[src/verilog/lcd_pkg.sv]
`default_nettype none

package lcd_pkg;

    // 18-bit panel, 6 bits per channel
    localparam int PIX_BITS = 6;

    // scan position widths
    localparam int X_BITS = 9;
    localparam int Y_BITS = 7;

    typedef struct packed {
        logic [PIX_BITS-1:0] r;
        logic [PIX_BITS-1:0] g;
        logic [PIX_BITS-1:0] b;
    } lcd_pixel_t;

    // one request slot from the scan generator
    typedef struct packed {
        logic [X_BITS-1:0] x;
        logic [Y_BITS-1:0] y;
        logic              hsync;
        logic              vsync;
        logic              pop;
    } lcd_scan_t;

    // pixel plus the position it was fetched for
    typedef struct packed {
        lcd_pixel_t        pixel;
        logic [X_BITS-1:0] x;
        logic [Y_BITS-1:0] y;
        logic              hsync;
        logic              vsync;
    } lcd_out_t;

endpackage

`default_nettype wire

[src/verilog/mig_pkg.sv]
`default_nettype none

package mig_pkg;

    localparam logic [2:0] MIG_INSTR_READ = 3'b001;

    // words per burst, bl field carries length minus one
    localparam int         MIG_BURST_WORDS = 8;
    localparam logic [5:0] MIG_BL_CODE     = 6'(MIG_BURST_WORDS - 1);

    // frame buffer byte address: y in [17:11], x in [10:2]
    localparam int MIG_ADDR_X_LSB = 2;
    localparam int MIG_ADDR_Y_LSB = 11;

    // channel positions inside a 32-bit word
    localparam int MIG_R_LSB = 18;
    localparam int MIG_G_LSB = 10;
    localparam int MIG_B_LSB = 2;

    typedef struct packed {
        logic        en;
        logic [2:0]  instr;
        logic [5:0]  bl;
        logic [29:0] byte_addr;
    } mig_cmd_t;

    typedef struct packed {
        logic en;
    } mig_rd_req_t;

    typedef struct packed {
        logic [31:0] data;
        logic        empty;
        logic        cmd_full;
    } mig_rd_rsp_t;

    function automatic logic [29:0] mig_fb_addr(input logic [6:0] y, input logic [8:0] x);
        logic [29:0] addr;
        addr = '0;
        addr[MIG_ADDR_Y_LSB +: 7] = y;
        addr[MIG_ADDR_X_LSB +: 9] = x;
        return addr;
    endfunction

endpackage

`default_nettype wire
[src/verilog/fb_display.sv]
`timescale 1ns/1ps
`default_nettype none

module fb_display #(
    parameter int H_ACTIVE = 320,
    parameter int V_ACTIVE = 120,
    parameter int H_BLANK  = 32,
    parameter int V_BLANK  = 4,
    parameter int PIX_DIV  = 6
) (
    input  logic                 clk,
    input  logic                 rst,
    output mig_pkg::mig_cmd_t    mig_cmd_o,
    output mig_pkg::mig_rd_req_t mig_rd_req_o,
    input  mig_pkg::mig_rd_rsp_t mig_rd_rsp_i,
    output lcd_pkg::lcd_out_t    out_o,
    output logic                 ack_o,
    output logic                 underrun_o
);

    import lcd_pkg::*;

    lcd_scan_t scan;

    lcd_scan_gen #(
        .H_ACTIVE (H_ACTIVE),
        .V_ACTIVE (V_ACTIVE),
        .H_BLANK  (H_BLANK),
        .V_BLANK  (V_BLANK),
        .PIX_DIV  (PIX_DIV)
    ) u_scan_gen (
        .clk    (clk),
        .rst    (rst),
        .scan_o (scan)
    );

    fb_line_prefetch #(
        .H_ACTIVE (H_ACTIVE),
        .PIX_DIV  (PIX_DIV)
    ) u_prefetch (
        .clk          (clk),
        .rst          (rst),
        .scan_i       (scan),
        .mig_cmd_o    (mig_cmd_o),
        .mig_rd_req_o (mig_rd_req_o),
        .mig_rd_rsp_i (mig_rd_rsp_i),
        .out_o        (out_o),
        .ack_o        (ack_o),
        .underrun_o   (underrun_o)
    );

endmodule

`default_nettype wire

[src/verilog/fb_line_prefetch.sv]
`timescale 1ns/1ps
`default_nettype none

module fb_line_prefetch #(
    parameter int H_ACTIVE = 320,
    parameter int PIX_DIV  = 6
) (
    input  logic                 clk,
    input  logic                 rst,
    input  lcd_pkg::lcd_scan_t   scan_i,
    output mig_pkg::mig_cmd_t    mig_cmd_o,
    output mig_pkg::mig_rd_req_t mig_rd_req_o,
    input  mig_pkg::mig_rd_rsp_t mig_rd_rsp_i,
    output lcd_pkg::lcd_out_t    out_o,
    output logic                 ack_o,
    output logic                 underrun_o
);

    import lcd_pkg::*;
    import mig_pkg::*;

    typedef enum logic [1:0] {
        ST_IDLE,
        ST_EMIT,
        ST_FILL
    } state_t;

    // two bursts, one per cache half
    localparam int CACHE_DEPTH = 2 * MIG_BURST_WORDS;
    // cycles between a block request and its first use
    localparam int FILL_BUDGET = MIG_BURST_WORDS * PIX_DIV;

    state_t            state_q;
    logic [X_BITS-1:0] pf_x_q;
    logic [Y_BITS-1:0] pf_y_q;
    logic              zero_done_q;
    lcd_pixel_t        cache_mem [CACHE_DEPTH];
    lcd_pixel_t        rd_word_pix;
    lcd_out_t          out_q;
    logic              ack_q;
    logic              underrun_q;

    logic              active_pop;
    logic              blk_pop;
    logic              blk_req;
    logic              start_zero;
    logic              start_next;
    logic              busy;
    logic              take;
    logic              late_read;
    logic [X_BITS-1:0] next_x;

    assign active_pop = scan_i.pop && !scan_i.hsync && !scan_i.vsync;
    assign blk_pop    = scan_i.pop && !scan_i.vsync && (scan_i.x[2:0] == 3'd0);
    assign blk_req    = blk_pop && !scan_i.hsync;
    assign next_x     = scan_i.x + X_BITS'(MIG_BURST_WORDS);

    // block 0 once per blanking period, then one block ahead of the scan
    assign start_zero = blk_pop && scan_i.hsync && !zero_done_q;
    assign start_next = blk_req && (next_x < X_BITS'(H_ACTIVE));

    assign busy = (state_q != ST_IDLE);
    assign take = mig_rd_req_o.en && !mig_rd_rsp_i.empty;

    // pf_x_q[3] names the half being filled
    assign late_read = active_pop && busy && (scan_i.x[3] == pf_x_q[3]);

    always_ff @(posedge clk) begin
        if (rst) begin
            state_q     <= ST_IDLE;
            pf_x_q      <= '0;
            pf_y_q      <= '0;
            zero_done_q <= 1'b0;
        end else begin
            if (active_pop) begin
                zero_done_q <= 1'b0;
            end
            case (state_q)
                ST_IDLE: begin
                    if (start_zero) begin
                        pf_x_q      <= '0;
                        pf_y_q      <= scan_i.y;
                        zero_done_q <= 1'b1;
                        state_q     <= ST_EMIT;
                    end else if (start_next) begin
                        pf_x_q  <= next_x;
                        pf_y_q  <= scan_i.y;
                        state_q <= ST_EMIT;
                    end
                end
                ST_EMIT: begin
                    // hold the command while the controller FIFO is full
                    if (!mig_rd_rsp_i.cmd_full) begin
                        state_q <= ST_FILL;
                    end
                end
                ST_FILL: begin
                    if (take) begin
                        pf_x_q[2:0] <= pf_x_q[2:0] + 3'd1;
                        if (pf_x_q[2:0] == 3'(MIG_BURST_WORDS - 1)) begin
                            state_q <= ST_IDLE;
                        end
                    end
                end
                default: begin
                    state_q <= ST_IDLE;
                end
            endcase
        end
    end

    always_comb begin
        mig_cmd_o.en        = (state_q == ST_EMIT) && !mig_rd_rsp_i.cmd_full;
        mig_cmd_o.instr     = MIG_INSTR_READ;
        mig_cmd_o.bl        = MIG_BL_CODE;
        mig_cmd_o.byte_addr = mig_fb_addr(pf_y_q, pf_x_q);
    end

    assign mig_rd_req_o.en = (state_q == ST_FILL);

    // unpack channels from the controller word
    assign rd_word_pix.r = mig_rd_rsp_i.data[MIG_R_LSB +: PIX_BITS];
    assign rd_word_pix.g = mig_rd_rsp_i.data[MIG_G_LSB +: PIX_BITS];
    assign rd_word_pix.b = mig_rd_rsp_i.data[MIG_B_LSB +: PIX_BITS];

    always_ff @(posedge clk) begin
        if (take) begin
            cache_mem[pf_x_q[3:0]] <= rd_word_pix;
        end
    end

    // registered pixel, one cycle after pop
    always_ff @(posedge clk) begin
        if (scan_i.pop) begin
            out_q.pixel <= cache_mem[scan_i.x[3:0]];
            out_q.x     <= scan_i.x;
            out_q.y     <= scan_i.y;
            out_q.hsync <= scan_i.hsync;
            out_q.vsync <= scan_i.vsync;
        end
    end

    always_ff @(posedge clk) begin
        if (rst) begin
            ack_q      <= 1'b0;
            underrun_q <= 1'b0;
        end else begin
            ack_q <= scan_i.pop;
            // sticky until reset
            if ((blk_req && busy) || late_read) begin
                underrun_q <= 1'b1;
            end
        end
    end

    assign out_o      = out_q;
    assign ack_o      = ack_q;
    assign underrun_o = underrun_q;

    a_cmd_pulse: assert property (@(posedge clk) disable iff (rst)
        mig_cmd_o.en |=> !mig_cmd_o.en);

    // words only show up for the burst being filled
    a_no_stray_word: assert property (@(posedge clk) disable iff (rst)
        !mig_rd_req_o.en |-> mig_rd_rsp_i.empty);

    // command cycle plus a gapless burst has to fit in eight requests
    a_fill_budget: assert property (@(posedge clk)
        FILL_BUDGET > MIG_BURST_WORDS + 1);

endmodule

`default_nettype wire

[src/verilog/lcd_scan_gen.sv]
`timescale 1ns/1ps
`default_nettype none

module lcd_scan_gen #(
    parameter int H_ACTIVE = 320,
    parameter int V_ACTIVE = 120,
    parameter int H_BLANK  = 32,
    parameter int V_BLANK  = 4,
    parameter int PIX_DIV  = 6
) (
    input  logic               clk,
    input  logic               rst,
    output lcd_pkg::lcd_scan_t scan_o
);

    import lcd_pkg::*;

    localparam int H_TOTAL = H_ACTIVE + H_BLANK;
    localparam int V_TOTAL = V_ACTIVE + V_BLANK;
    localparam int DIV_W   = (PIX_DIV > 1) ? $clog2(PIX_DIV) : 1;
    localparam int SLOT_W  = $clog2(H_TOTAL);
    localparam int LINE_W  = $clog2(V_TOTAL);

    logic [DIV_W-1:0]  div_cnt_q;
    logic [SLOT_W-1:0] slot_cnt_q;
    logic [LINE_W-1:0] line_cnt_q;
    logic              slot_tick;
    logic              row_active;
    logic              in_hblank;
    logic              vsync_d;
    logic              hsync_d;
    logic [LINE_W-1:0] row;
    lcd_scan_t         scan_d;
    lcd_scan_t         scan_q;

    assign slot_tick = (div_cnt_q == DIV_W'(PIX_DIV - 1));

    always_ff @(posedge clk) begin
        if (rst) begin
            div_cnt_q <= '0;
        end else if (slot_tick) begin
            div_cnt_q <= '0;
        end else begin
            div_cnt_q <= div_cnt_q + 1'b1;
        end
    end

    // active slots first, then horizontal blanking
    always_ff @(posedge clk) begin
        if (rst) begin
            slot_cnt_q <= '0;
            line_cnt_q <= '0;
        end else if (slot_tick) begin
            if (slot_cnt_q == SLOT_W'(H_TOTAL - 1)) begin
                slot_cnt_q <= '0;
                if (line_cnt_q == LINE_W'(V_TOTAL - 1)) begin
                    line_cnt_q <= '0;
                end else begin
                    line_cnt_q <= line_cnt_q + 1'b1;
                end
            end else begin
                slot_cnt_q <= slot_cnt_q + 1'b1;
            end
        end
    end

    // vertical blanking lines come first in the frame
    assign row_active = (line_cnt_q >= LINE_W'(V_BLANK));
    assign in_hblank  = (slot_cnt_q >= SLOT_W'(H_ACTIVE));
    assign row        = line_cnt_q - LINE_W'(V_BLANK);

    // hblank of the last vblank line leads into line 0
    assign vsync_d = !row_active && !(in_hblank && line_cnt_q == LINE_W'(V_BLANK - 1));
    assign hsync_d = in_hblank && !vsync_d;

    always_comb begin
        scan_d       = '0;
        scan_d.pop   = slot_tick;
        scan_d.vsync = vsync_d;
        scan_d.hsync = hsync_d;
        if (hsync_d) begin
            // next line to show, wraps to 0 after the last one
            if (row_active && row != LINE_W'(V_ACTIVE - 1)) begin
                scan_d.y = Y_BITS'(row + 1'b1);
            end
        end else if (!vsync_d) begin
            scan_d.x = X_BITS'(slot_cnt_q);
            scan_d.y = Y_BITS'(row);
        end
    end

    always_ff @(posedge clk) begin
        if (rst) begin
            scan_q <= '0;
        end else begin
            scan_q <= scan_d;
        end
    end

    assign scan_o = scan_q;

    a_pop_strobe: assert property (@(posedge clk) disable iff (rst)
        scan_q.pop |=> !scan_q.pop);

endmodule

`default_nettype wire

[config.mk]
export PLATFORM = sky130hd
export DESIGN_NAME = fb_display
export DESIGN_NICKNAME = d
export VERILOG_FILES = /design/src/verilog/lcd_pkg.sv /design/src/verilog/mig_pkg.sv /design/src/verilog/fb_display.sv /design/src/verilog/fb_line_prefetch.sv /design/src/verilog/lcd_scan_gen.sv
export SDC_FILE = /design/constraint.sdc
export NUM_CORES = 1
export LEC_CHECK = 0
export ABC_CLOCK_PERIOD_IN_PS = 7800
export BUFFER_PORTS_ARGS = -buffer_cell sky130_fd_sc_hd__clkbuf_2
export CORE_ASPECT_RATIO = 1.5
export CORE_MARGIN = 1
export CORE_UTILIZATION = 60
export DETAILED_ROUTE_END_ITERATION = 8
export PLACE_DENSITY_LB_ADDON = 0.05
export SLEW_MARGIN = 0
export SYNTH_ARGS = -nofsm -noshare
export SYNTH_HDL_FRONTEND = slang
export SYNTH_HIERARCHICAL = 1
export SYNTH_SLANG_ARGS = --single-unit
[constraint.sdc]
create_clock -name clk -period 7.8 [get_ports clk]
set_clock_uncertainty 0.2 [all_clocks]
set_input_delay 1.56 -clock clk [delete_from_list [all_inputs] [get_ports clk]]
set_output_delay 1.56 -clock clk [all_outputs]
set_load 0.01 [all_outputs]
==> impl_metrics.toml, run 1 <==
[worst_setup_path]
slowest_stage = "nor3b_1"
worstSetupPathType = "in2out"
cp.required_ps = 6040
cp-start-kind = "input port"
cpMostUsedCell = "clkbuf_2"
cp_top_family = "buffers and inverters"
cp-end-kind = "output port"
critPathMaxStageDelay_ps = 240
cp_max_fo = 2
path_cells = "clkbuf_2 -> nor3b_1 -> clkbuf_2"
crit_buf_inv = 2
arrival_ps = 2070

[floorplan]
initial_core_util = 0.611
io_pins = 115
die-height_um = 198
die_w_um = 132
coreArea_mm2 = 0.0251
rows = 71
dieArea_mm2 = 0.0261

[cts]
clock_latency_ps = 520
post_cts.repair.setup_buffers = 0
numCtsBuffers = 35
clk_path_buf_depth = 3
cts_tree = "yes"
htreeDepth = 2
cts_sinks = 383
cts_root_buf = "clkbuf_16"
path_clk_slew_ps = 60
hold_buffers = 0
cts_resized = 0

[logic_synthesis]
ys_warn_count = 6
seq_area_frac_synth = 0.713
synth.most_common_cell = "edfxtp_1"
yosysTopAreaCellShare = 0.636
yosysUniqueCellTypes = 60
synthFlopType = "edfxtp_1"
async_flop_share = 0
ys_seq_elements = 383
synth_cells = 928
ys_top_cells_by_area = "edfxtp_1 64%, dfxtp_1 7.7%, mux2i_1 5.8%"
syn_area_mm2 = 0.0153
synth_common_cells = "324 x edfxtp_1, 88 x mux2i_1, 65 x nor2_1"
syn_area_per_cell_um2 = 16.5
synth.largest_area_cell = "edfxtp_1"
synth_edf_count = 324

[global_route]
grt_pass1_wl_mm = 48.1
grt_max_degree = 61
grtUsageMet2 = 0.452
grt_usage = 0.252
grt_pass1_vias = 8340
met1_usage = 0.294
antenna_found_initial = 0
met3_usage = 0.0462
busiest_layer = "met2"
grt.overflow.total = 0

[detailed_routing]
firstDrtPassIters = 5
vias_per_cell = 6.00
ant_nets = 0
first_iter_violations = 650
wl_per_cell_um = 22.9
wirelength_mm = 31.5
drc = 0
num_vias = 8243

[cells_and_area]
drive_gt1_frac = 0.208
insertedDiodeCount = 0
area.growth.synth_to_final_pct = 11.6
nets = 1073
final_core_util = 0.681
fill_cells = 1745

[power]
seq_power_share = 0.566
clkPwrFrac = 0.423
power.share.switching = 0.188
p_leak_nw = 5.54
p_per_area_mw_per_mm2 = 229
intPower_w = 0.00318
p_total_w = 0.00392
combPwrFrac = 0.011
p_sw_w = 0.000737
ir_worst_vdd_v = 0.000184

[run]
cap_violations = 0

[sta]
hold_viol_final = 0
postLayoutSetupSlackWorst_ps = 3970
setup_viol = 0
max-slew-margin-rel = 0.268
worst_pin_slew_ps = 1100
fmax_mhz = 261
period_share = 0.491
min_period_ps = 3830
rsz0062_at_grt = "no"
slew_violations = 0
setup-tns-final_ps = 0

[placed_design]
place_hpwl_mm = 18.2
io_buffer_count = 77
place.gp.congestion = 0.781
detailedPlace.worstSlack_ps = 3970

[outcome]
status = "completed"

[min_path]
min-delay-path-class = "reg2reg"
==> sequential cells by signal (all words and copies together), names as in the netlist <==
register                count
u_prefetch/pf_x_q           9
u_prefetch/state_q          2
u_scan_gen/div_cnt_q        3
u_prefetch/cache_mem      288
u_scan_gen/scan_o          19
u_prefetch/pf_y_q           7
u_scan_gen/line_cnt_q       7
u_prefetch/out_o           36
u_scan_gen/slot_cnt_q       9
u_prefetch/ack_o            1
u_prefetch/zero_done_q      1
u_prefetch/underrun_o       1
==> final timing paths <==
path	from	to	slack (ps)	depth (start not counted)
worst max-delay path	mig_rd_rsp_i[0]	mig_cmd_o[39]	3970	3
worst max register to register	u_scan_gen/scan_o[10]	u_prefetch/out_o[22]	4360	4
worst min register to register	u_scan_gen/scan_o[4]	u_prefetch/out_o[3]	230	0
worst min-delay path	u_scan_gen/scan_o[4]	u_prefetch/out_o[3]	230	0
==> cell type report <==
class | count | area, um2 | share of cell area
inverters | 13 | 48.8 | 0.00286
repair buffers | 101 | 566 | 0.0331
flip-flops and latches | 383 | 10900 | 0.640
clock buffers | 49 | 991 | 0.0581
clock inverters | 13 | 110 | 0.00645
well taps | 328 | 410 | 0.0240
multi-input cells | 486 | 4020 | 0.236
==> power by group through the flow <==
| stage | clock (W) | sequential [W] | combinational [W] |
|---|---|---|---|
| 6_report | 0.00166 | 0.00222 | 0.0000439 |
| 3_3_place_gp | 0 | 0.00226 | 0.0000428 |
| 4_1_cts | 0.00169 | 0.00222 | 0.0000446 |
| 3_5_place_dp | 0 | 0.00226 | 0.0000446 |
| 2_1_floorplan | 0 | 0.00226 | 0.0000247 |
| 5_1_grt | 0.00177 | 0.00222 | 0.0000500 |
==> logic make-up (layout without fill, tap and decap cells) <==
group / after synthesis / in the layout / share of synthesized area
buffers and inverters: 80 / 176 / 0.0325
multiplexers: 126 / 126 / 0.112
adder cells (fa/ha/maj): 17 / 17 / 0.0139
flip-flops: 383 / 383 / 0.713
other: 2 / 23 / 0.000491
AO/OA/AOI/OAI: 119 / 119 / 0.0561
XOR/XNOR: 18 / 18 / 0.0108
AND/OR/NAND/NOR: 183 / 183 / 0.0609
==> metrics by stage <==
| stage | hold WS [ps] | instances | area, um2 |
|---|---|---|---|
| global placement | 212 | 1311 | 16000 |
| floorplan | 209 | 949 | 15400 |
| finish | 234 | 1373 | 17100 |
| detailed placement | 221 | 1311 | 16000 |
| CTS | 236 | 1373 | 17100 |
| global route | 250 | 1373 | 17100 |
==> placed cells by master (no fill, tap or decap), types with 5 or more instances in the layout <==
cell type and count:
a21oi_1 15, a22oi_1 18, xnor2_1 6, xor2_1 11, a221oi_1 36, conb_1 23
o21ai_1 23, edfxtp_1 324, nand2b_1 27, nand3_1 6, clkinv_1 8, a31oi_1 5
clkbuf_16 37, nor2_1 52, ha_1 17, mux2i_1 88, dfxtp_1 56, nand2_1 35
inv_1 12, and3_1 7, buf_4 24, nor2_2 14, mux4_2 36, nor3_1 9
clkbuf_1 10, clkbuf_2 77
==> per-layer routing <==
| metal | part of all wire | vias up |
|---|---|---|
| met5 | 0 | - |
| met4 | 0.038 | 0 |
| met3 | 0.055 | 63 |
| met2 | 0.53 | 242 |
| met1 | 0.38 | 4199 |
| li1 | - | 3739 |
Note: power is estimated with default switching activity, not from simulation.
==> run 2: changes to the inputs <==
ABC_AREA = 1   (was unset)
ABC_CLOCK_PERIOD_IN_PS = 3700   (was 7800)
clock period = 3.7 ns   (was 7.8 ns; I/O delays follow)
==> run 2 against run 1 <==
  * Total power is 110% higher
  * Register-to-register slack worse by 3200 ps
  * Global-route usage grew 2.9 points
  * Non-clock buffer count up 7
==> impl_metrics.toml, run 2 <==
[cts]
path_clk_slew_ps = 60
clk_path_buf_depth = 3
htreeDepth = 2
cts_sinks = 383
cts_tree = "yes"
hold_buffers = 0
numCtsBuffers = 35
cts_root_buf = "clkbuf_16"
clock_latency_ps = 520
cts_resized = 0
post_cts.repair.setup_buffers = 0

[logic_synthesis]
yosysTopAreaCellShare = 0.626
ys_warn_count = 6
syn_area_mm2 = 0.0155
syn_area_per_cell_um2 = 11.8
synth_compound_area_frac = 0.0788
seq_area_frac_synth = 0.702
synth.most_common_cell = "edfxtp_1"
synth_cells = 1319
synth_common_cells = "324 x edfxtp_1, 268 x nand2_1, 164 x nor2_1"
ys_seq_elements = 383
synthAdderAreaFrac = 0.0137
synth_edf_count = 324
yosysUniqueCellTypes = 47
synth_simple_gate_area_frac = 0.153
ys_top_cells_by_area = "edfxtp_1 63%, dfxtp_1 7.6%, nand2_1 6.5%"
synthMuxAreaShare = 0
synth.largest_area_cell = "edfxtp_1"
async_flop_share = 0
yosys.area_share.xor_xnor = 0.00225
synthFlopType = "edfxtp_1"
synth_top_family_by_area = "simple AND/OR/NAND/NOR gates"

[worst_setup_path]
reg2reg_setup_slack_ps = 1150
worstSetupPathType = "reg2reg"
r2r_cells = 9
cp-start-kind = "flop"
cp_top_family = "buffers and inverters"
cp_max_fo = 18
crit_buf_inv = 3
startpoint = "u_scan_gen/scan_o[12]"
rr_endpoint = "u_prefetch/out_o[24]"
critPathMaxStageDelay_ps = 500
r2r_start = "u_scan_gen/scan_o[12]"
path_cells = "inv_2 -> nand2_2 -> inv_1 -> buf_4 -> nand3_1 -> nand2_1 -> a21oi_1 -> o21ai_0 -> nand2_1"
cpMostUsedCell = "nand2_1"
worst-path-stages = 9
cp-end-kind = "flop"
arrival_ps = 2600
slowest_stage = "inv_1"
endpoint = "u_prefetch/out_o[24]"
cp.required_ps = 3750

[global_route]
busiest_layer = "met2"
met3_usage = 0.0337
met1_usage = 0.305
grt_pass1_wl_mm = 55.1
grtUsageMet2 = 0.526
antenna_found_initial = 1
grt_pass1_vias = 10100
grt_max_degree = 160
grt.overflow.total = 0
grt_usage = 0.281

[sta]
hold_viol_final = 0
min_period_ps = 2550
worst_pin_slew_ps = 769
rsz0062_at_grt = "no"
slew_violations = 0
period_share = 0.688
max-slew-margin-rel = 0.487
fmax_mhz = 393
setup_viol = 0
setup-tns-final_ps = 0
postLayoutSetupSlackWorst_ps = 1150
hold_ws_ps = 232

[power]
clkPwrFrac = 0.430
seq_power_share = 0.557
ir_worst_vdd_v = 0.000462
p_per_area_mw_per_mm2 = 483
power.share.switching = 0.189
combPwrFrac = 0.013
p_sw_w = 0.00159
p_leak_nw = 6.34
intPower_w = 0.00682

[detailed_routing]
ant_nets = 0
num_vias = 10100
firstDrtPassIters = 5
wirelength_mm = 36.1
first_iter_violations = 783
wl_per_cell_um = 20.5
drc = 0
vias_per_cell = 5.73

[cells_and_area]
nets = 1455
fill_cells = 1860
drive_gt1_frac = 0.150
layout_common_cells = "324 x edfxtp_1, 268 x nand2_1, 148 x nor2_1, 93 x o21ai_0, 77 x clkbuf_2"
largest_reg_flops = 288
multi_input_area_mm2 = 0.00398
area.growth.synth_to_final_pct = 12.1
register_area_mm2 = 0.0109
postLayoutCellArea_mm2 = 0.0174
final_common_cell = "edfxtp_1"

[floorplan]
die_w_um = 133
rows = 71
coreArea_mm2 = 0.0252
initial_core_util = 0.616
die-height_um = 199
dieArea_mm2 = 0.0266
io_pins = 115

[placed_design]
place_hpwl_mm = 22.1
place.gp.congestion = 0.839
io_buffer_count = 77
detailedPlace.worstSlack_ps = 985
postPlaceCellArea_mm2 = 0.0162

[min_path]
min-delay-path-class = "reg2reg"

[run]
cap_violations = 0

[outcome]
status = "completed"
-- run 2: how the worst min path moves through the flow --
stage,startpoint,to,slack (ps),cells past startpoint
5_1_grt,u_scan_gen/scan_o[4],u_prefetch/out_o[3],260,0
6_report,u_scan_gen/scan_o[1],u_prefetch/out_o[0],230,0
3_5_place_dp,u_scan_gen/scan_o[4],u_prefetch/out_o[3],220,0
3_3_place_gp,u_scan_gen/scan_o[1],u_prefetch/out_o[0],210,0
2_1_floorplan,u_scan_gen/scan_o[1],u_prefetch/out_o[0],210,0
4_1_cts,u_scan_gen/scan_o[1],u_prefetch/out_o[0],230,0
-- run 2: cells by family (layout without fill, tap and decap cells) --
family | after synthesis | after routing
simple gates | 552 | 552
flops | 383 | 383
compound gates | 202 | 202
buf+inv | 159 | 247
fa+ha+maj | 17 | 17
xor+xnor | 4 | 4
other cells | 2 | 24
-- run 2: power groups by stage --
| stage | registers [W] | clock network (W) | logic (W) |
|---|---|---|---|
| floorplan | 0.00478 | 0 | 0.0000556 |
| global placement | 0.00477 | 0 | 0.000107 |
| detailed placement | 0.00477 | 0 | 0.000112 |
| CTS | 0.00468 | 0.00366 | 0.000112 |
| global route | 0.00468 | 0.00382 | 0.000124 |
| finish | 0.00468 | 0.00361 | 0.000110 |
-- run 2: stage by stage --
stage                util  cells  power (W)
CTS                 0.690   1756    0.00845
global route        0.690   1757    0.00862
finish              0.690   1757    0.00840
detailed placement  0.644   1693    0.00488
global placement    0.644   1693    0.00488
floorplan               -   1340    0.00483
-- run 2: final cells by class --
| type | instances | share of cell area |
|---|---|---|
| repair buffers | 108 | 0.0377 |
| inverters | 76 | 0.0165 |
| flip-flops and latches | 383 | 0.627 |
| clock inverters | 11 | 0.00611 |
| clock buffers | 52 | 0.0606 |
| multi-input cells | 798 | 0.229 |
| diodes | 1 | 0.000144 |
| well taps | 328 | 0.0236 |
-- run 2: routing by layer --
| layer | up-vias | share of wire |
|---|---|---|
| li1 | 4758 | - |
| met1 | 4928 | 0.36 |
| met2 | 286 | 0.55 |
| met3 | 92 | 0.044 |
| met4 | 0 | 0.045 |
| met5 | - | 0 |
==> run 3: changes to the inputs <==
ABC_AREA = 0   (was 1)
ABC_CLOCK_PERIOD_IN_PS = 2600   (was 3700)
clock period = 2.6 ns   (was 3.7 ns; I/O delays follow)
==> run 3 against run 2 <==
  * Non-clock buffer count rose by 18
  * Sequential cell count unchanged
  * Clock-buffer cell count down 2
  * Global-route usage down 2.9 points
  * Combinational power rose by 26%
  * Fmax increased by 12%
  * Wire length shrank 11%
==> impl_metrics.toml, run 3 (synthesized netlist as in run 1, its figures left out) <==
[outcome]
status = "completed"

[worst_setup_path]
path_cells = "inv_1 -> ha_1 -> xor2_1 -> or4b_1 -> nor3_1 -> a21oi_1 -> a21oi_1"
slowest_stage = "or4b_1"
cpMostUsedCell = "a21oi_1"
cp_max_fo = 8
arrival_ps = 2500
cp-start-kind = "flop"
cp.required_ps = 2830
worstSetupPathType = "reg2reg"
cp-end-kind = "flop"
critPathMaxStageDelay_ps = 480

[cells_and_area]
largest_reg_flops = 288
layout_common_cells = "324 x edfxtp_1, 88 x mux2i_1, 77 x clkbuf_2, 56 x dfxtp_1, 52 x nor2_1"
nets = 1098
fill_cells = 1667
drive_gt1_frac = 0.233
stdcell_count = 1399
area.growth.synth_to_final_pct = 15.0
final_common_cell = "edfxtp_1"
insertedDiodeCount = 0
final_core_util = 0.702

[cts]
post_cts.repair.setup_buffers = 0
clock_latency_ps = 520
hold_buffers = 0
cts_sinks = 383
clk_path_buf_depth = 3
numCtsBuffers = 35
cts_root_buf = "clkbuf_16"
path_clk_slew_ps = 60
htreeDepth = 2
cts_resized = 0
cts_tree = "yes"

[global_route]
antenna_found_initial = 1
grt_usage = 0.252
grt_max_degree = 39
grt_pass1_vias = 8481
grt_pass1_wl_mm = 48.4
grt.overflow.total = 0

[sta]
fmax_mhz = 442
hold_viol_final = 0
max-slew-margin-rel = 0.572
setup_viol = 0
min_period_ps = 2260
worst_pin_slew_ps = 642
slew_violations = 0
hold_ws_ps = 147
rsz0062_at_grt = "no"
period_share = 0.871
setup-tns-final_ps = 0

[floorplan]
rows = 71
coreArea_mm2 = 0.0251
die-height_um = 198
io_pins = 115
die_w_um = 132
dieArea_mm2 = 0.0261
initial_core_util = 0.611

[detailed_routing]
firstDrtPassIters = 4
ant_nets = 0
first_iter_violations = 547
wl_per_cell_um = 23.0
wirelength_mm = 32.1
drc = 0
vias_per_cell = 5.94
num_vias = 8309

[run]
cap_violations = 0

[power]
p_leak_nw = 5.74
p_per_area_mw_per_mm2 = 682
p_total_w = 0.0120
ir_worst_vdd_v = 0.000539

[placed_design]
place.gp.congestion = 0.766
place_hpwl_mm = 19.7
dp.cells = 1336
io_buffer_count = 77

[min_path]
min-delay-path-class = "in2reg"
run 3: stage by stage:
stage                     area (um2)  worst slack (ps)
after floorplan                15400              73.3
after global placement         16400               354
after detailed placement       16400               347
after CTS                      17600               337
after global routing           17600               142
final                          17600               335
run 3: worst paths after layout:
kind,slack (ps),depth (start not counted),endpoint,start
setup / recovery,340,7,u_scan_gen/scan_o[8],u_scan_gen/line_cnt_q[3]
hold / removal,150,3,u_prefetch/state_q[0],mig_rd_rsp_i[0]
setup reg to reg,340,7,u_scan_gen/scan_o[8],u_scan_gen/line_cnt_q[3]
hold reg to reg,230,0,u_prefetch/out_o[4],u_scan_gen/scan_o[5]
run 3: cell type report:
| class | count | area [um2] | share of cell area |
|---|---|---|---|
| flip-flops and latches | 383 | 10900 | 0.620 |
| multi-input cells | 486 | 4050 | 0.230 |
| clock buffers | 50 | 1070 | 0.0609 |
| repair buffers | 126 | 978 | 0.0556 |
| well taps | 328 | 410 | 0.0233 |
| clock inverters | 13 | 123 | 0.00697 |
| inverters | 13 | 48.8 | 0.00277 |
run 3: report_power, final:
group / switching [W] / leakage, nW / internal [W]
clock: 0.00213 / 0.586 / 0.00308
sequential: 0.00000506 / 3.39 / 0.00664
combinational: 0.000107 / 1.77 / 0.0000318
total: 0.00224 / 5.74 / 0.00976
run 3: critical path: cells and delay by family, from the launching register on:
| kind | cells | cell delay [ps] |
|---|---|---|
| AND/OR/NAND/NOR | 2 | 630 |
| flip-flops | 1 | 460 |
| buffers and inverters | 1 | 150 |
| XOR/XNOR | 1 | 240 |
| adder cells (fa/ha/maj) | 1 | 300 |
| AO/OA/AOI/OAI | 2 | 210 |
run 3: per-layer routing:
layer | GRT usage | vias up | wire length (um) | share of wire
met3 | 0.0459 | 65 | 1590 | 0.049
met1 | 0.291 | 4221 | 12100 | 0.38
li1 | - | 3795 | - | -
met5 | 0 | - | 13 | 0.00040
met2 | 0.465 | 226 | 17500 | 0.54
met4 | 0.0937 | 2 | 959 | 0.030
